<file path="src/common/lsu_pkg.sv">
package lsu_pkg;

  ////////////////////////////////////////////////////////////
  // Widths
  ////////////////////////////////////////////////////////////

  // Instruction word
  localparam int ILEN           = 32;

  // Exception vector carried down the pipeline
  localparam int EXCEPTION_SIZE = 16;

  ////////////////////////////////////////////////////////////
  // Major opcodes, instruction bits 6:2
  ////////////////////////////////////////////////////////////

  // Loads, I-type
  localparam logic [4:0] OPC_LOAD  = 5'b00000;

  // Stores, S-type
  localparam logic [4:0] OPC_STORE = 5'b01000;

  ////////////////////////////////////////////////////////////
  // Access size codes, func3 field
  ////////////////////////////////////////////////////////////

  // Signed byte, also SB
  localparam logic [2:0] F3_B  = 3'b000;

  // Signed half, also SH
  localparam logic [2:0] F3_H  = 3'b001;

  // Word, also SW
  localparam logic [2:0] F3_W  = 3'b010;

  // Unsigned byte
  localparam logic [2:0] F3_BU = 3'b100;

  // Unsigned half
  localparam logic [2:0] F3_HU = 3'b101;

  ////////////////////////////////////////////////////////////
  // Per-request info, request side to load return side
  ////////////////////////////////////////////////////////////

  // Sent alongside each memory request
  // Offset is the byte position within a 32-bit word
  typedef struct packed {
    logic       is_load;
    logic [2:0] func3;
    logic [1:0] offset;
  } lsu_load_info_t;

endpackage : lsu_pkg

</file>
<file path="src/common/dmem_if.sv">
interface dmem_if #(
  parameter int XLEN = 32
);

  // Request side, one-cycle strobe
  logic [XLEN  -1:0] adr;
  logic [XLEN  -1:0] d;
  logic              req;
  logic              we;
  logic [XLEN/8-1:0] be;

  // Response side, ack one cycle after req
  logic              ack;
  logic [XLEN  -1:0] q;

  // Request issuer
  modport master (
    output adr, d, req, we, be
  );

  // Memory
  modport slave (
    input  adr, d, req, we, be,
    output ack, q
  );

  // Load return watches the bus only
  modport monitor (
    input adr, req, ack, q
  );

endinterface : dmem_if

</file>
<file path="src/lsu/lsu_load_align.sv">
module lsu_load_align
  import lsu_pkg::*;
#(
  parameter int XLEN = 32
)
(
  input  logic             clk,
  input  logic             rstn,

  // Info for the request on the bus
  input  lsu_load_info_t   load_info,
  dmem_if.monitor          dmem,

  // Formatted load result
  output logic [XLEN-1:0]  lsu_r,
  output logic             lsu_r_valid
);

  ////////////////////////////////////////////////////////////
  // Declarations
  ////////////////////////////////////////////////////////////

  lsu_load_info_t  info_q;
  logic [     2:0] byte_sel;
  logic [XLEN-1:0] shifted;
  logic [XLEN-1:0] result;

  // Info of the request now waiting for its ack
  always_ff @(posedge clk, negedge rstn)
    if (!rstn)
      info_q <= '0;
    else if (dmem.req)
      info_q <= load_info;

  // Byte lane of the returned data
  generate
    if (XLEN == 64)
    begin : g_rv64
      logic word_hi;

      // Upper or lower 32-bit half of the doubleword
      always_ff @(posedge clk)
        if (dmem.req)
          word_hi <= dmem.adr[2];

      assign byte_sel = {word_hi, info_q.offset};
    end
    else
    begin : g_rv32
      assign byte_sel = {1'b0, info_q.offset};
    end
  endgenerate

  ////////////////////////////////////////////////////////////
  // Format
  ////////////////////////////////////////////////////////////

  // Addressed byte down to lane 0
  assign shifted = dmem.q >> {byte_sel, 3'b000};

  always_comb
    case (info_q.func3)
      F3_B   : result = XLEN'($signed(shifted[7:0]));
      F3_BU  : result = XLEN'(shifted[7:0]);
      F3_H   : result = XLEN'($signed(shifted[15:0]));
      F3_HU  : result = XLEN'(shifted[15:0]);
      default: result = XLEN'($signed(shifted[31:0]));
    endcase

  // One pulse per load ack, store acks dropped
  always_ff @(posedge clk, negedge rstn)
    if (!rstn)
      lsu_r_valid <= 1'b0;
    else
      lsu_r_valid <= dmem.ack && info_q.is_load;

  always_ff @(posedge clk)
    if (dmem.ack && info_q.is_load)
      lsu_r <= result;

endmodule : lsu_load_align

</file>
<file path="src/flat_wrapper.sv">
// flat-port wrapper written by rule: the top's interface ports become plain ports
module lsu_load_align_flat import lsu_pkg::*;
#(
  parameter int XLEN = 32
)
  (clk, rstn, load_info, lsu_r, lsu_r_valid, dmem_adr, dmem_req, dmem_ack, dmem_q);
  dmem_if #(.XLEN(XLEN)) dmem_i ();
  input  logic clk;
  input  logic rstn;
  input  lsu_load_info_t load_info;
  output logic [XLEN-1:0] lsu_r;
  output logic lsu_r_valid;
  input wire logic [$bits(dmem_i.adr)-1:0] dmem_adr;
  input wire logic [$bits(dmem_i.req)-1:0] dmem_req;
  input wire logic [$bits(dmem_i.ack)-1:0] dmem_ack;
  input wire logic [$bits(dmem_i.q)-1:0] dmem_q;
  assign dmem_i.adr = dmem_adr;
  assign dmem_i.req = dmem_req;
  assign dmem_i.ack = dmem_ack;
  assign dmem_i.q = dmem_q;
  lsu_load_align #(.XLEN(XLEN)) u_core (.clk(clk), .rstn(rstn), .load_info(load_info), .dmem(dmem_i), .lsu_r(lsu_r), .lsu_r_valid(lsu_r_valid));
endmodule
</file>
<file path="config.mk">
export PLATFORM = sky130hd
export DESIGN_NAME = lsu_load_align_flat
export DESIGN_NICKNAME = d
export VERILOG_FILES = /design/src/common/lsu_pkg.sv /design/src/common/dmem_if.sv /design/src/lsu/lsu_load_align.sv /design/src/flat_wrapper.sv
export SDC_FILE = /design/constraint.sdc
export NUM_CORES = 1
export LEC_CHECK = 0
export ABC_AREA = 1
export BUFFER_PORTS_ARGS = -buffer_cell sky130_fd_sc_hd__buf_4
export CAP_MARGIN = 30
export CORE_MARGIN = 4
export CORE_UTILIZATION = 33
export DETAILED_ROUTE_END_ITERATION = 10
export SLEW_MARGIN = 30
export SYNTH_ARGS = -nofsm -noshare
export SYNTH_HDL_FRONTEND = slang
export SYNTH_SLANG_ARGS = --single-unit
export TNS_END_PERCENT = 1
</file>
<file path="constraint.sdc">
create_clock -name clk -period 3.2 [get_ports clk]
set_input_delay 0.16 -clock clk [delete_from_list [all_inputs] [get_ports clk]]
set_output_delay 0.16 -clock clk [all_outputs]
set_load 0.03 [all_outputs]
</file>
## Word-level counts from Yosys, hierarchy flattened

Cells that the tools add are included.
W data, S select, Z words.

| storage, ports and cells | value |
|---|---|
| bits in registers | 39 |
| input bits | 74 |

| operators by class | value |
|---|---|
| equality and inequality tests | 3 |
| shifts and indexed selects | 1 |
| muxes and demuxes | 1 |
| reduce and logical (&&, ||, !) cells | 2 |

Operator list:

| kind | count |
|---|---|
| $pmux W32 S4 | 1 |
| $shr A32 B5 Y32 | 1 |
| $eq A3 B3 Y1 const B | 2 |
| $eq A3 B1 Y1 const B | 1 |
| $logic_not A3 Y1 | 1 |
| $logic_and A1 B1 Y1 | 1 |

## Depth between registers and ports, before layout

| depth | value |
|---|---|
| depth in word-level cells | 2 |
| gate-level depth with buffers | 8 |
| depth with buffers taken out | 5 |

## Worst setup path after synthesis

OpenSTA, ideal clock, no wires.

| timing | value |
|---|---|
| path type | reg-to-reg |
| start point | register u_core.info_q[5] (netlist name) |
| end point | register u_core.lsu_r[0], enable pin |
| setup time | 0.387 ns |
| data arrival time | 1.008 ns |
| slack | 1.805 ns |
| cell stages (with the launch flop) | 3 |
| buffers on the path | 0 |
| period minus slack after synthesis | 1.395 ns |
| cell sequence | dfrtp_1 nand2_1 inv_1 |

| between the ends | value |
|---|---|
| cells in the longest elaborated chain, start to end | 1 |

Ends and longest elaborated chain:

| item | RTL line | text |
|---|---|---|
| start: declaration | lsu_load_align.sv:23 | `lsu_load_info_t info_q;` |
| start signal: assignment | lsu_load_align.sv:33 | `info_q <= load_info;` |
| $logic_and A1 B1 Y1 | lsu_load_align.sv:78 | `if (dmem.ack && info_q.is_load)` |
| end signal: assignment | lsu_load_align.sv:79 | `lsu_r <= result;` |
| end: declaration | lsu_load_align.sv:15 | `output logic [XLEN-1:0] lsu_r,` |

Every way passes these cells.
A chain may end at the register's enable or synchronous reset.

## Final worst setup path

| timing | value |
|---|---|
| start point | register u_core.info_q, in the netlist u_core.byte_sel[0] |
| end point | register u_core.lsu_r[21] (data pin) |

| between the ends | value |
|---|---|
| cells in the longest elaborated chain, start to end | 2 |

Ends and longest elaborated chain:

| item | RTL line | text |
|---|---|---|
| $shr A32 B5 Y32 | lsu_load_align.sv:59 | `assign shifted = dmem.q >> {byte_sel, 3'b000};` |
| $pmux W32 S4 | lsu_load_align.sv:62 | `case (info_q.func3)` |
| net u_core.result[21] | lsu_load_align.sv:26 | `logic [XLEN-1:0] result;` |

The timed path passes the listed nets, and every way through them passes these cells.

==> flow_summary.ini <==
[cts]
cts-root-buf = clkbuf_8
cts-resized-gates = 0
clock_sinks = 39
cts_hold_buf = 1
cts.htree.levels = 2
clock_latency_ns = 0.28
cts_made_buffers = 5
cts_tree = yes
cts_setup_buffers = 0
clk_pin_slew_ns = 0.07
ctsLongestPathBuffers = 2

[layout]
nFillCells = 626
instances_no_fill = 362
final_nets = 360
n_antenna_cell = 0
syn2layout_area_growth_pct = 30.7
drive_above_1_share = 0.362
final_area_mm2 = 0.00272
final_util = 0.452

[floorplanning]
die_h_um = 87.4
rows = 28
io_pins = 107
die_area_mm2 = 0.00764
dieWidth_um = 87.4
initial_core_util = 0.346
core_mm2 = 0.00603

[critical_path]
critical_path_arrival_ns = 2.08
cp.required_ns = 3.32
cp-start-kind = flop
worstSetupEndpointType = flop
crit_type = reg -> reg
critPathMaxFanout = 40

[routing]
viasPerCell = 4.66
drt_iter0_drc = 86
vias = 1687
routed_wl_um = 5150
antenna_left = 0
drc = 0
dr.pass1.iters = 4
wl_per_cell_um = 14.2

[timing]
timing.final.ws_setup_ns = 1.24
rsz0062_at_grt = false
hold_violations = 0
fin_setup_tns_ns = 0
fin_crit_ns = 1.96
timing.fmax_mhz = 511
setup_viol = 0
tightest_slew_ns = 0.654
finalCritPeriodShare = 0.612
slew_headroom = 0.564
timing.hold.ws_ns = 0.0799
skew_ns = 0.00684
slew_violations = 0

[outcome]
status = complete, no violations

[run]
drv_cap = 0

[synthesis]
syn_nets = 290
yosysWarningCount = 0
synth_seq_area_share = 0.546
synth_cells = 216
yosysTopAreaCell = edfxtp_1
synthTopCellsByArea = edfxtp_1, nand2_1, dfrtp_1
syn-cell-area_mm2 = 0.00208
synth_top_area_share = 0.462
synthDistinctLibCells = 23
ys_ff_latch = 39
avgSynthCellArea_um2 = 9.64

[place]
place_area_mm2 = 0.00263
place_inst = 353
dpl.hpwl_um = 3700
place_ws_ns = 1.27
io_buffer_count = 74
gp_congestion = 0.796

[grt]
grt_pass1_vias = 1677
grt_overflow = 0
grt.total_usage = 0.140
antenna_found_initial = 0
grt_first_pass_wirelength_um = 8380
grt_max_degree = 41

[min_path]
hold_class = in -> reg

[pwr]
power_density_mw_per_mm2 = 476
ir_worst_vdd_mv = 0.172
p_total_mw = 1.30
power_leakage_nw = 1.30
==> report_power, final <==
part	total [mW]	internal (mW)	switching, mW
Combinational	0.362	0.135	0.227
Clock	0.307	0.149	0.159
Sequential	0.626	0.613	0.0138
Total	1.30	0.897	0.399
==> area by class of cell <==
type	instances	area (um^2)	share of cell area
Tap cell	75	93.8	0.0345
Multi-Input combinational cell	150	776	0.285
Clock inverter	2	7.51	0.00276
Inverter	12	47.5	0.0175
Timing Repair Buffer	78	588	0.216
Clock buffer	6	72.6	0.0267
Sequential cell	39	1140	0.417
==> synthesized netlist by cell type <==
master,count
inv_1,9
buf_8,1
o21ai_0,21
clkbuf_1,2
nor2_1,11
nand3_2,13
edfxtp_1,32
and2_1,1
nor2_2,1
nand3_1,15
o21ai_1,2
dfrtp_1,7
buf_2,5
a21oi_1,20
nand2_4,1
nand3_4,2
nand2_1,60
o211ai_1,1
mux2_2,2
inv_2,2
buf_6,6
buf_4,1
inv_4,1
==> worst max-delay path, stage by stage (launching register included) <==
cell     delay [ns]
dfrtp_1        0.36
buf_4          0.22
inv_4          0.33
nand2_1        0.10
nand3_1        0.12
nand3_2        0.40
nand3_1        0.25
==> final timing paths <==
kind                                                 from                             end  slack (ns)  cells past startpoint
min in group asynchronous                            rstn    u_core.info_q[2]$_DFFE_PN0P_        0.22                      2
min                                          load_info[0]  u_core.byte_sel[0]$_DFFE_PN0P_        0.08                      3
max in group asynchronous                            rstn  u_core.byte_sel[1]$_DFFE_PN0P_        2.86                      2
max                        u_core.byte_sel[0]$_DFFE_PN0P_      u_core.lsu_r[21]$_DFFE_PP_        1.24                      6
min reg2reg                  u_core.info_q[5]$_DFFE_PN0P_    u_core.info_q[5]$_DFFE_PN0P_        0.53                      1
max reg2reg                u_core.byte_sel[0]$_DFFE_PN0P_      u_core.lsu_r[21]$_DFFE_PP_        1.24                      6
==> logic make-up after synthesis <==
family | count (synthesis) | share of synthesized area
simple gates | 104 | 0.255
compound gates | 44 | 0.107
flops | 39 | 0.546
buf+inv | 27 | 0.0817
mux | 2 | 0.0108
==> placed cells by master (no fill, tap or decap), types with 2 or more instances in the layout <==
master	netlist	layout
edfxtp_1	32	32
nor2_1	11	11
nand3_1	15	15
mux2_2	2	2
clkinv_1	0	2
nand3_2	13	13
dfrtp_1	7	7
o21ai_0	21	21
a21oi_1	20	20
inv_1	9	9
nand2_1	60	60
clkbuf_8	0	5
buf_4	1	77
o21ai_1	2	2
nand3_4	2	2
inv_2	2	2
==> registers in the layout, summed over array words and instances (netlist names) <==
| signal | cells |
|---|---|
| u_core.lsu_r | 32 |
| u_core.byte_sel | 2 |
| u_core.info_q | 4 |
| u_core.lsu_r_valid | 1 |
==> metal layers <==
metal,routed length [um],track usage
met1,2520,0.203
met2,2280,0.210
met3,308,0.0350
met4,49,0.0335
met5,0,0
Power figures use the tool's default switching activity.
